**config.mk**
```make
export PLATFORM = sky130hd
export DESIGN_NAME = sys_control
export DESIGN_NICKNAME = d
export VERILOG_FILES = /design/src/design/arch_pkg.sv /design/src/design/ctrl_pkg.sv /design/src/design/interrupt_entry.sv /design/src/design/redirect_merge.sv /design/src/design/return_sequencer.sv /design/src/design/sys_control.sv
export SDC_FILE = /design/constraint.sdc
export NUM_CORES = 1
export LEC_CHECK = 0
export ABC_AREA = 1
export BUFFER_PORTS_ARGS = -buffer_cell sky130_fd_sc_hd__buf_2
export CAP_MARGIN = 20
export CELL_PAD_IN_SITES_DETAIL_PLACEMENT = 0
export CELL_PAD_IN_SITES_GLOBAL_PLACEMENT = 2
export CORE_ASPECT_RATIO = 0.9
export CORE_MARGIN = 5
export CORE_UTILIZATION = 25
export CTS_CLUSTER_SIZE = 20
export DETAILED_ROUTE_END_ITERATION = 8
export PLACE_DENSITY_LB_ADDON = 0.1
export SLEW_MARGIN = 15
export SYNTH_ARGS = -nofsm -noshare
export SYNTH_HDL_FRONTEND = slang
export SYNTH_SLANG_ARGS = --single-unit
```
**constraint.sdc**
```tcl
create_clock -name or_int_vec -period 4.35 [get_ports or_int_vec]
set_input_delay 0 -clock or_int_vec [delete_from_list [all_inputs] [get_ports or_int_vec]]
set_output_delay 0 -clock or_int_vec [all_outputs]
set_load 0.01 [all_outputs]
```
**src/design/arch_pkg.sv**
```systemverilog
package arch_pkg;

  ////////////////////////////////////////////////////////////
  // widths

  localparam int ADDR_W    = 32;
  localparam int SEL_W     = 16;
  localparam int NUM_VEC   = 16;
  localparam int GATE_STEP = 4;

  ////////////////////////////////////////////////////////////
  // data words

  typedef logic [ADDR_W-1:0]          word_t;
  typedef logic [SEL_W-1:0]           sel_t;
  typedef logic [NUM_VEC-1:0]         vec_mask_t;
  typedef logic [$clog2(NUM_VEC)-1:0] vec_num_t;

  // gate word after byte swap
  typedef struct packed {
    sel_t                    selector;
    logic [ADDR_W-SEL_W-1:0] offset;
  } gate_word_t;

  typedef struct packed {
    logic [ADDR_W-SEL_W-1:0] unused;
    sel_t                    selector;
  } seg_frame_t;

  // popped stack word, full value or segment frame
  typedef union packed {
    word_t      value;
    seg_frame_t frame;
  } stack_word_u;

endpackage

```
**src/design/ctrl_pkg.sv**
```systemverilog
package ctrl_pkg;

  // one bit per pipeline stage
  typedef struct packed {
    logic fetch;
    logic decode_0;
    logic decode_1;
    logic register;
    logic address;
    logic execute;
    logic writeback;
  } flush_t;

  typedef struct packed {
    logic            fetch_load;
    arch_pkg::word_t fetch_address;
    logic            cs_load;
    arch_pkg::sel_t  cs;
    logic            eip_load;
    arch_pkg::word_t eip;
    logic            eflags_load;
    arch_pkg::word_t eflags;
    flush_t          flush;
  } redirect_t;

  typedef enum logic [2:0] {
    ret_idle,
    ret_pop_eflags,
    ret_pop_cs,
    ret_pop_eip
  } ret_state_t;

  localparam flush_t    flush_all     = '1;
  localparam flush_t    flush_none    = '0;
  localparam redirect_t redirect_none = '0;

endpackage

```
**src/design/interrupt_entry.sv**
```systemverilog
`timescale 1ns/1ps

module interrupt_entry #(
  parameter arch_pkg::word_t idt_table [arch_pkg::NUM_VEC] = '{default: '0}
) (
  input  logic                or_int_vec,
  input  logic                reset,
  input  arch_pkg::vec_mask_t int_vec,
  input  logic                hold_int,
  output logic                pending_int,
  output logic                mem_valid,
  output arch_pkg::word_t     mem_address,
  input  logic                mem_dp_valid,
  input  arch_pkg::word_t     mem_dp_read_data,
  output ctrl_pkg::redirect_t int_redirect
);

  import arch_pkg::*;
  import ctrl_pkg::*;

  typedef enum logic [1:0] {
    ie_idle,
    ie_wait_lo,
    ie_wait_hi
  } ie_state_t;

  ie_state_t  state;
  vec_mask_t  pending;
  vec_mask_t  clear_mask;
  vec_num_t   pick;
  vec_num_t   cur_vec;
  logic       hi_req;
  logic       start;
  logic       done;
  gate_word_t lo_word;
  gate_word_t hi_word;

  // memory returns the gate little endian
  function automatic gate_word_t byte_swap(input word_t w);
    byte_swap = {w[7:0], w[15:8], w[23:16], w[31:24]};
  endfunction

  ////////////////////////////////////////////////////////////
  // pending vectors

  always_ff @(posedge or_int_vec) begin
    if (reset) begin
      pending <= '0;
    end else begin
      pending <= (pending | int_vec) & ~clear_mask;
    end
  end

  assign pending_int = |pending;
  assign clear_mask  = done ? (vec_mask_t'(1) << cur_vec) : '0;

  // lowest pending line wins
  always_comb begin
    pick = '0;
    for (int i = NUM_VEC - 1; i >= 0; i--) begin
      if (pending[i]) begin
        pick = vec_num_t'(i);
      end
    end
  end

  ////////////////////////////////////////////////////////////
  // gate reads

  assign start = (state == ie_idle) && pending_int && !hold_int;
  assign done  = (state == ie_wait_hi) && mem_dp_valid;

  assign mem_valid   = start | hi_req;
  assign mem_address = (state == ie_idle) ? idt_table[pick]
                                          : idt_table[cur_vec] + word_t'(GATE_STEP);

  always_ff @(posedge or_int_vec) begin
    if (reset) begin
      state  <= ie_idle;
      hi_req <= 1'b0;
    end else begin
      hi_req <= 1'b0;
      case (state)
        ie_idle: begin
          if (start) begin
            state <= ie_wait_lo;
          end
        end
        ie_wait_lo: begin
          if (mem_dp_valid) begin
            state  <= ie_wait_hi;
            hi_req <= 1'b1;
          end
        end
        ie_wait_hi: begin
          if (mem_dp_valid) begin
            state <= ie_idle;
          end
        end
        default: state <= ie_idle;
      endcase
    end
  end

  // vector is fixed for the whole service
  always_ff @(posedge or_int_vec) begin
    if (start) begin
      cur_vec <= pick;
    end
    if ((state == ie_wait_lo) && mem_dp_valid) begin
      lo_word <= byte_swap(mem_dp_read_data);
    end
  end

  assign hi_word = byte_swap(mem_dp_read_data);

  ////////////////////////////////////////////////////////////
  // redirect

  always_comb begin
    int_redirect               = redirect_none;
    int_redirect.fetch_load    = done;
    int_redirect.fetch_address = {hi_word.selector, lo_word.offset};
    int_redirect.cs_load       = done;
    int_redirect.cs            = hi_word.selector;
    int_redirect.flush         = done ? flush_all : flush_none;
  end

endmodule

```
**src/design/redirect_merge.sv**
```systemverilog
`timescale 1ns/1ps

module redirect_merge (
  input  logic                or_int_vec,
  input  logic                reset,
  input  logic                jump_load,
  input  arch_pkg::word_t     jump_address,
  input  logic                jump_load_cs,
  input  arch_pkg::sel_t      jump_cs,
  input  ctrl_pkg::redirect_t int_redirect,
  input  ctrl_pkg::redirect_t ret_redirect,
  output ctrl_pkg::redirect_t redirect
);

  import arch_pkg::*;
  import ctrl_pkg::*;

  logic      jump_q;
  logic      jump_cs_load_q;
  word_t     jump_address_q;
  sel_t      jump_cs_q;
  redirect_t jump_redirect;
  redirect_t src [3];

  ////////////////////////////////////////////////////////////
  // jump register

  always_ff @(posedge or_int_vec) begin
    if (reset) begin
      jump_q         <= 1'b0;
      jump_cs_load_q <= 1'b0;
    end else begin
      jump_q         <= jump_load;
      jump_cs_load_q <= jump_load && jump_load_cs;
    end
  end

  always_ff @(posedge or_int_vec) begin
    if (jump_load) begin
      jump_address_q <= jump_address;
      jump_cs_q      <= jump_cs;
    end
  end

  always_comb begin
    jump_redirect                 = redirect_none;
    jump_redirect.fetch_load      = jump_q;
    jump_redirect.fetch_address   = jump_address_q;
    jump_redirect.cs_load         = jump_cs_load_q;
    jump_redirect.cs              = jump_cs_q;
    jump_redirect.flush           = jump_q ? flush_all : flush_none;
    jump_redirect.flush.writeback = 1'b0;
  end

  ////////////////////////////////////////////////////////////
  // merge, index 0 has highest priority

  assign src[0] = int_redirect;
  assign src[1] = ret_redirect;
  assign src[2] = jump_redirect;

  always_comb begin
    redirect = redirect_none;
    for (int s = 2; s >= 0; s--) begin
      redirect.flush = redirect.flush | src[s].flush;
      if (src[s].fetch_load) begin
        redirect.fetch_load    = 1'b1;
        redirect.fetch_address = src[s].fetch_address;
      end
      if (src[s].cs_load) begin
        redirect.cs_load = 1'b1;
        redirect.cs      = src[s].cs;
      end
      if (src[s].eip_load) begin
        redirect.eip_load = 1'b1;
        redirect.eip      = src[s].eip;
      end
      if (src[s].eflags_load) begin
        redirect.eflags_load = 1'b1;
        redirect.eflags      = src[s].eflags;
      end
    end
  end

endmodule

```
**src/design/return_sequencer.sv**
```systemverilog
`timescale 1ns/1ps

module return_sequencer (
  input  logic                  or_int_vec,
  input  logic                  reset,
  input  logic                  iretd,
  input  logic                  ret_far,
  input  logic                  ret_near,
  input  logic                  iretd_pop_valid,
  input  arch_pkg::stack_word_u iretd_pop_data,
  output logic                  iretd_halt,
  output ctrl_pkg::redirect_t   ret_redirect
);

  import ctrl_pkg::*;

  ret_state_t state;
  logic       pop_eflags;
  logic       pop_cs;
  logic       pop_eip;

  assign pop_eflags = iretd_pop_valid && (state == ret_pop_eflags);
  assign pop_cs     = iretd_pop_valid && (state == ret_pop_cs);
  assign pop_eip    = iretd_pop_valid && (state == ret_pop_eip);
  assign iretd_halt = (state != ret_idle);

  // iretd pops eflags, cs, eip; far ret skips eflags
  always_ff @(posedge or_int_vec) begin
    if (reset) begin
      state <= ret_idle;
    end else begin
      case (state)
        ret_idle: begin
          if (iretd) begin
            state <= ret_pop_eflags;
          end else if (ret_far) begin
            state <= ret_pop_cs;
          end else if (ret_near) begin
            state <= ret_pop_eip;
          end
        end
        ret_pop_eflags: if (iretd_pop_valid) state <= ret_pop_cs;
        ret_pop_cs:     if (iretd_pop_valid) state <= ret_pop_eip;
        ret_pop_eip:    if (iretd_pop_valid) state <= ret_idle;
        default:        state <= ret_idle;
      endcase
    end
  end

  always_comb begin
    ret_redirect               = redirect_none;
    ret_redirect.eflags_load   = pop_eflags;
    ret_redirect.eflags        = iretd_pop_data.value;
    ret_redirect.cs_load       = pop_cs;
    ret_redirect.cs            = iretd_pop_data.frame.selector;
    ret_redirect.eip_load      = pop_eip;
    ret_redirect.eip           = iretd_pop_data.value;
    ret_redirect.fetch_load    = pop_eip;
    ret_redirect.fetch_address = iretd_pop_data.value;
    // fetch stays flushed while popping
    ret_redirect.flush.fetch    = iretd_halt;
    ret_redirect.flush.decode_0 = pop_eip;
    ret_redirect.flush.decode_1 = pop_eip;
    ret_redirect.flush.register = pop_eip;
    ret_redirect.flush.address  = pop_eip;
  end

endmodule

```
**src/design/sys_control.sv**
```systemverilog
`timescale 1ns/1ps

module sys_control #(
  parameter arch_pkg::word_t idt_table [arch_pkg::NUM_VEC] = '{
    32'h4000, 32'h8000, 32'hc000, 32'hf000,
    32'hf000, 32'hf000, 32'hf000, 32'hf000,
    32'h4000, 32'h8000, 32'hc000, 32'hf000,
    32'h0100, 32'h2068, 32'h2070, 32'hf000
  }
) (
  input  logic                  or_int_vec,
  input  logic                  reset,
  input  arch_pkg::vec_mask_t   int_vec,
  input  logic                  hold_int,
  output logic                  pending_int,
  output logic                  mem_valid,
  output arch_pkg::word_t       mem_address,
  input  logic                  mem_dp_valid,
  input  arch_pkg::word_t       mem_dp_read_data,
  input  logic                  iretd,
  input  logic                  ret_far,
  input  logic                  ret_near,
  input  logic                  iretd_pop_valid,
  input  arch_pkg::stack_word_u iretd_pop_data,
  output logic                  iretd_halt,
  input  logic                  jump_load,
  input  arch_pkg::word_t       jump_address,
  input  logic                  jump_load_cs,
  input  arch_pkg::sel_t        jump_cs,
  output ctrl_pkg::redirect_t   redirect
);

  import ctrl_pkg::*;

  redirect_t int_redirect;
  redirect_t ret_redirect;

  interrupt_entry #(
    .idt_table (idt_table)
  ) i_interrupt_entry (
    .or_int_vec       (or_int_vec),
    .reset            (reset),
    .int_vec          (int_vec),
    .hold_int         (hold_int),
    .pending_int      (pending_int),
    .mem_valid        (mem_valid),
    .mem_address      (mem_address),
    .mem_dp_valid     (mem_dp_valid),
    .mem_dp_read_data (mem_dp_read_data),
    .int_redirect     (int_redirect)
  );

  return_sequencer i_return_sequencer (
    .or_int_vec      (or_int_vec),
    .reset           (reset),
    .iretd           (iretd),
    .ret_far         (ret_far),
    .ret_near        (ret_near),
    .iretd_pop_valid (iretd_pop_valid),
    .iretd_pop_data  (iretd_pop_data),
    .iretd_halt      (iretd_halt),
    .ret_redirect    (ret_redirect)
  );

  redirect_merge i_redirect_merge (
    .or_int_vec   (or_int_vec),
    .reset        (reset),
    .jump_load    (jump_load),
    .jump_address (jump_address),
    .jump_load_cs (jump_load_cs),
    .jump_cs      (jump_cs),
    .int_redirect (int_redirect),
    .ret_redirect (ret_redirect),
    .redirect     (redirect)
  );

endmodule

```
### Yosys cells after proc, flatten, opt, wreduce, memory -nomap -nowiden

Memories as Yosys holds them, arrays and structs flattened.
Cells that the tools add are included.

| operators by class | value |
|---|---|
| mux-type cells | 44 |
| reduce and logical (&&, ||, !) cells | 16 |
| equality and inequality tests | 12 |
| add/subtract/negate cells | 1 |
| shift operators | 1 |
| $lt $le $gt $ge | 2 |
| bitwise operators | 9 |

Operators by type and width:

| cell | count |
|---|---|
| $mux 33 | 5 |
| $mux 32 | 5 |
| $mux 4 | 16 |
| $mux 17 | 3 |
| $add 32x3->32 const B | 1 |
| $mux 3 | 6 |
| $and 16x16->16 | 1 |
| $mux 16 | 1 |
| $not 16->16 | 1 |
| $or 16x16->16 | 1 |
| $reduce_or 16->1 | 1 |
| $shl 1x4->16 const A | 1 |
| $mux 7 | 2 |
| $or 7x7->7 | 2 |
| $pmux 3 s4 | 1 |
| $ge 5x5->1 const B | 2 |
| $ne 2x2->1 const B | 5 |
| $not 4->5 | 2 |
| $logic_and 1x1->1 | 8 |
| $eq 3x2->1 const B | 2 |
| $mux 2 | 3 |
| $pmux 2 s3 | 1 |
| $ne 4x4->1 const B | 1 |
| $reduce_and 4->1 | 1 |
| other kinds (13) | 13 |

| word-level totals | value |
|---|---|
| output and inout port bits | 158 |
| input bits | 138 |
| flip-flop bits (word level) | 92 |
| bits in read-only memories | 1024 |
| memories | 2 |

Memories:

| name | depth | bits a word | rd ports | clocked after Yosys merged registers in | write ports | line | RTL |
|---|---|---|---|---|---|---|---|
| (name not given) | 16 | 32 | 1 | 0 | 0 | interrupt_entry.sv:74 | `assign mem_address = (state == ie_idle) ? idt_table[pick]` |
| (name not given) | 16 | 32 | 1 | 0 | 0 | interrupt_entry.sv:75 | `: idt_table[cur_vec] + word_t'(GATE_STEP);` |

### Logic depth before layout (Yosys ltp)

| logic depth | value |
|---|---|
| depth after elaboration | 21 |
| depth in mapped cells | 22 |
| gate-level depth less buffers | 22 |

### By module

Synthesis repeated with hierarchy kept, for this count alone.

| second synthesis, totals | value |
|---|---|
| cells, all modules | 1025 |
| area total of the unflattened synthesis | 7724.9 um^2 |

Modules (own cells, without submodules):

| module | seq. area each (um^2) | area an instance (um^2) | cells an instance | instances |
|---|---|---|---|---|
| redirect_merge | 1481.4 | 3570.9 | 505 | 1 |
| interrupt_entry | 980.9 | 2959.1 | 352 | 1 |
| return_sequencer | 40.0 | 1194.9 | 168 | 1 |

### Worst setup path after synthesis

OpenSTA, ideal clock, no wires.

| timing path | value |
|---|---|
| path kind | register to output |
| from | register i_interrupt_entry.pending[14] |
| to | output mem_address[6] |
| data required time | 4.350 ns |
| stages on the path, launching flop included | 21 |
| path slack | 2.298 ns |
| arrival time | 2.052 ns |
| path through | dfxtp_1 -> inv_1 -> nand2_1 -> nand2_1 -> nand2_1 -> nand2_1 -> nand2_1 -> nand2_1 -> nand2_1 -> nand2_1 -> nand2_1 -> nand2_1 -> nand2_1 -> nand2_1 -> nand2_2 -> nand2_2 -> nand2_4 -> inv_1 -> ha_1 -> o41ai_2 -> buf_4 |

| on the way | value |
|---|---|
| word-level cells in the longest chain between the ends | 20 |

Ends and longest elaborated chain:

| element | line | RTL |
|---|---|---|
| start: declaration | interrupt_entry.sv:28 | `vec_mask_t pending;` |
| start signal: assignment | interrupt_entry.sv:50 | `pending <= (pending \| int_vec) & ~clear_mask;` |
| $mux 4 (15 in series) | interrupt_entry.sv:61 | `if (pending[i]) begin` |
| $not 4->5 (implied by the code) | interrupt_entry.sv:74 |  |
| $mem_v2 16x32 | - |  |
| $mux 32 (implied by the code) (2 in series) | interrupt_entry.sv:74 |  |
| $mux 32 | interrupt_entry.sv:74 |  |
| end: declaration | sys_control.sv:17 | `output arch_pkg::word_t mem_address,` |

No other way between the ends. The select of a mux whose other input is x is not followed.

==> flow_metrics.tcl <==
set metrics [dict create \
    die_height_um 146 \
    route.detailed.drc 0 \
    core-area_um2 20000 \
    cts_buffer_depth 2 \
    ys_seq_elements 91 \
    fillers 2171 \
    place_hpwl_mm 15.6 \
    critPathKind "register to output pin" \
    critPathLaunch "i_return_sequencer.state[0]$_SDFFE_PP0P_" \
    ioPinCount 296 \
    async_flop_share 0 \
    tns_ns 0 \
    insertion_delay_ns 0.34 \
    synth.largest_area_cell "edfxtp_1" \
    period_needed_ns 2.44 \
    synth-simple-area-share 0.204 \
    p_clk_frac 0.294 \
    comb_power_share 0.307 \
    syn2layout_area_growth_pct 50.8 \
    start_util 0.255 \
    rr_worst_depth 6 \
    placed_area_um2 6570 \
    endpoint_kind "output pin" \
    max_freq_mhz 409 \
    drtIter0Drc 279 \
    path_clk_slew_ns 0.07 \
    finalHoldViolCount 0 \
    cts_setup_buffers 0 \
    worst_pin_slew_ns 0.743 \
    crit_slowest_cell "buf_4" \
    crit_required_ns 4.35 \
    tritoncts "done" \
    synthMuxAreaShare 0 \
    final_nets 1090 \
    stdcell_area_um2 7700 \
    sw_frac_of_total 0.332 \
    numCtsBuffers 9 \
    netlist-cell-type-count 37 \
    cellPowerDensity_nw_per_um2 343 \
    hold_class "input port to register" \
    reg2reg_to "i_interrupt_entry.cur_vec[0]$_DFFE_PP_" \
    period_share 0.562 \
    routed_wirelength_mm 20.4 \
    skew_ns 0.00586 \
    synthFlopType "edfxtp_1" \
    synth_commonest_cells "nor2_1 (110), inv_1 (75), edfxtp_1 (68)" \
    critical_path_arrival_ns 2.44 \
    grt_usage 0.169 \
    synth_xor_area_frac 0 \
    cts.sinks 91 \
    grt_max_degree 82 \
    clockRootBuffer "clkbuf_16" \
    portBuffers 273 \
    ff2ff_setup_slack_ns 2.58 \
    synth_top_family_by_area "simple AND/OR/NAND/NOR gates" \
    rsz0062_at_grt "no" \
    die_x_um 161 \
    yosys.cell_count.top_type "nor2_1" \
    switchingPower_w 0.000877 \
    drtAntennaViolNets 0 \
    avgSynthCellArea_um2 8.38 \
    grt_pass1_vias 5377 \
    num_vias 5369 \
    gp_congestion 0.800 \
    path_cells "ha_1 > nand2_2 > buf_4 > nor2_1 > a31oi_1 > o21ai_0 > buf_2" \
    h-tree-depth 3 \
    worstPathMaxFanout 38 \
    ys_warn_count 0 \
    cpPeakStageDelay_ns 0.48 \
    overflow 0 \
    critical_path_buf_inv_count 2 \
    setup_viol 0 \
    syn-instance-count 609 \
    synthAdderAreaFrac 0.0294 \
    row_count 49 \
    vias_per_cell 4.47 \
    netlist.area_leader.share 0.400 \
    yosysSeqAreaShare 0.490 \
    drv_cap 0 \
    synth_compound_area_frac 0.145 \
    synth-edff-count 68 \
    seqPwrFrac 0.398 \
    power_leakage_nw 3.77 \
    max-vdd-ir-drop_v 0.000186 \
    drt_first_pass_iters 4 \
    slew_violations 0 \
    internal-power_w 0.00176 \
    fp.dieArea_um2 23400 \
    antenna_found_initial 1 \
    critPathTopFamily "buffers and inverters" \
    status "finished clean" \
    critPathLaunchType "register" \
    cp.depth 7 \
    synthTopCellsByArea "edfxtp_1 (40%), dfxtp_1 (9.0%), nor2_1 (8.1%)" \
    wire_per_inst_um 17.0 \
    relSlewSlack 0.504 \
    rr_startpoint "i_interrupt_entry.pending[7]$_SDFF_PP0_" \
    worstSetupEndpoint "redirect[102]" \
    grt_pass1_wl_mm 31.2 \
    drive_gt1_frac 0.341 \
    synth_area_um2 5110 \
]
-- power by group through the flow --
| stage | clock [W] | sequential [W] | combinational [W] |
|---|---|---|---|
| final | 0.000777 | 0.00105 | 0.000811 |
| after global routing | 0.000844 | 0.00106 | 0.000904 |
| after CTS | 0.000808 | 0.00105 | 0.000824 |
| after detailed placement | 0 | 0.00107 | 0.000758 |
| after global placement | 0 | 0.00107 | 0.000759 |
| after floorplan | 0 | 0.00105 | 0.000451 |
-- kinds of logic after synthesis --
kind of cell	after synthesis
compound gates	125
fa+ha+maj	12
buf+inv	147
flops	91
other cells	1
simple gates	233
-- flip-flops by register name (all words and copies together), names as in the netlist --
name and flops:
i_interrupt_entry.state 2, i_interrupt_entry.hi_req 1, i_return_sequencer.state 2, i_redirect_merge.jump_address_q 32, i_interrupt_entry.cur_vec 4, i_interrupt_entry.pending 16, i_redirect_merge.jump_cs_q 16, i_redirect_merge.jump_cs_load_q 1
i_interrupt_entry.int_redirect 16, i_redirect_merge.jump_q 1
-- cell usage in the layout (no fill, tap or decap), types with 2 or more instances in the layout --
cell           synthesis  layout
a211oi_1               4       4
dlygate4sd3_1          0      82
buf_2                  3     273
ha_1                  12      12
clkinv_1               2       2
buf_4                 30       6
nand2_2                3       4
clkinvlp_4             0       3
inv_1                 75      75
nand3_1               14      14
edfxtp_1              68      68
o22ai_1                7       7
a31oi_1               50      50
nor3_1                14      14
nand2_1               66      65
nor3_4                 2       2
dfxtp_1               23      23
nor2_1               110     109
o21ai_0               52      52
nand2_4                2       2
inv_2                  7       7
or2_1                  2       2
conb_1                 1      22
nor2_4                 3       3
clkbuf_16              0       9
a21oi_1                7       7
nor2_2                 3       4
nor4_1                 9       9
clkbuf_8               0       3
-- area by class of cell --
cell class | count | area (um^2) | share of cell area
antenna | 1 | 2.50 | 0.000325
clock buffer | 13 | 270 | 0.0351
clock inverter | 3 | 22.5 | 0.00293
inverter | 84 | 315 | 0.0410
multi-input combinational | 392 | 2020 | 0.262
sequential | 91 | 2500 | 0.325
tap | 255 | 319 | 0.0414
timing repair buffer | 362 | 2250 | 0.292
-- repair_timing --
| item | in CTS | in global routing |
|---|---|---|
| gates resized for setup | 0 | 0 |
| hold buffers | 82 | 0 |
| endpoints found under the hold margin | 82 | 0 |
-- worst min path at each step --
stage | from | to | slack, ns | depth (start not counted)
floorplan | reset | i_return_sequencer.state[0]$_SDFFE_PP0P_ | 0.08 | 1
global placement | mem_dp_read_data[21] | i_interrupt_entry.int_redirect[103]$_DFFE_PP_ | 0.18 | 1
detailed placement | jump_address[13] | i_redirect_merge.jump_address_q[13]$_DFFE_PP_ | 0.18 | 1
CTS | hold_int | i_interrupt_entry.cur_vec[2]$_DFFE_PP_ | 0.06 | 2
global route | hold_int | i_interrupt_entry.cur_vec[3]$_DFFE_PP_ | 0.08 | 2
finish | hold_int | i_interrupt_entry.cur_vec[3]$_DFFE_PP_ | 0.08 | 2
-- through the flow --
stage                     hold slack, ns  instances  total power (W)  worst slack (ns)   util
after CTS                         0.0598       1199          0.00268              1.85  0.383
after global placement             0.177       1101          0.00182              2.27  0.328
after floorplan                   0.0785        630          0.00150              2.30      -
after detailed placement           0.178       1101          0.00183              2.23  0.328
after global routing              0.0789       1201          0.00281              1.64  0.384
final                             0.0829       1201          0.00264              1.91  0.384
-- routing by layer --
| metal | routed length, um | global-route usage | vias up |
|---|---|---|---|
| li1 | - | - | 2662 |
| met1 | 9230 | 0.223 | 2459 |
| met2 | 9540 | 0.278 | 220 |
| met3 | 1260 | 0.0331 | 28 |
| met4 | 403 | 0.0559 | 0 |
| met5 | 0 | 0 | - |
(Power assumes the default switching activity.)
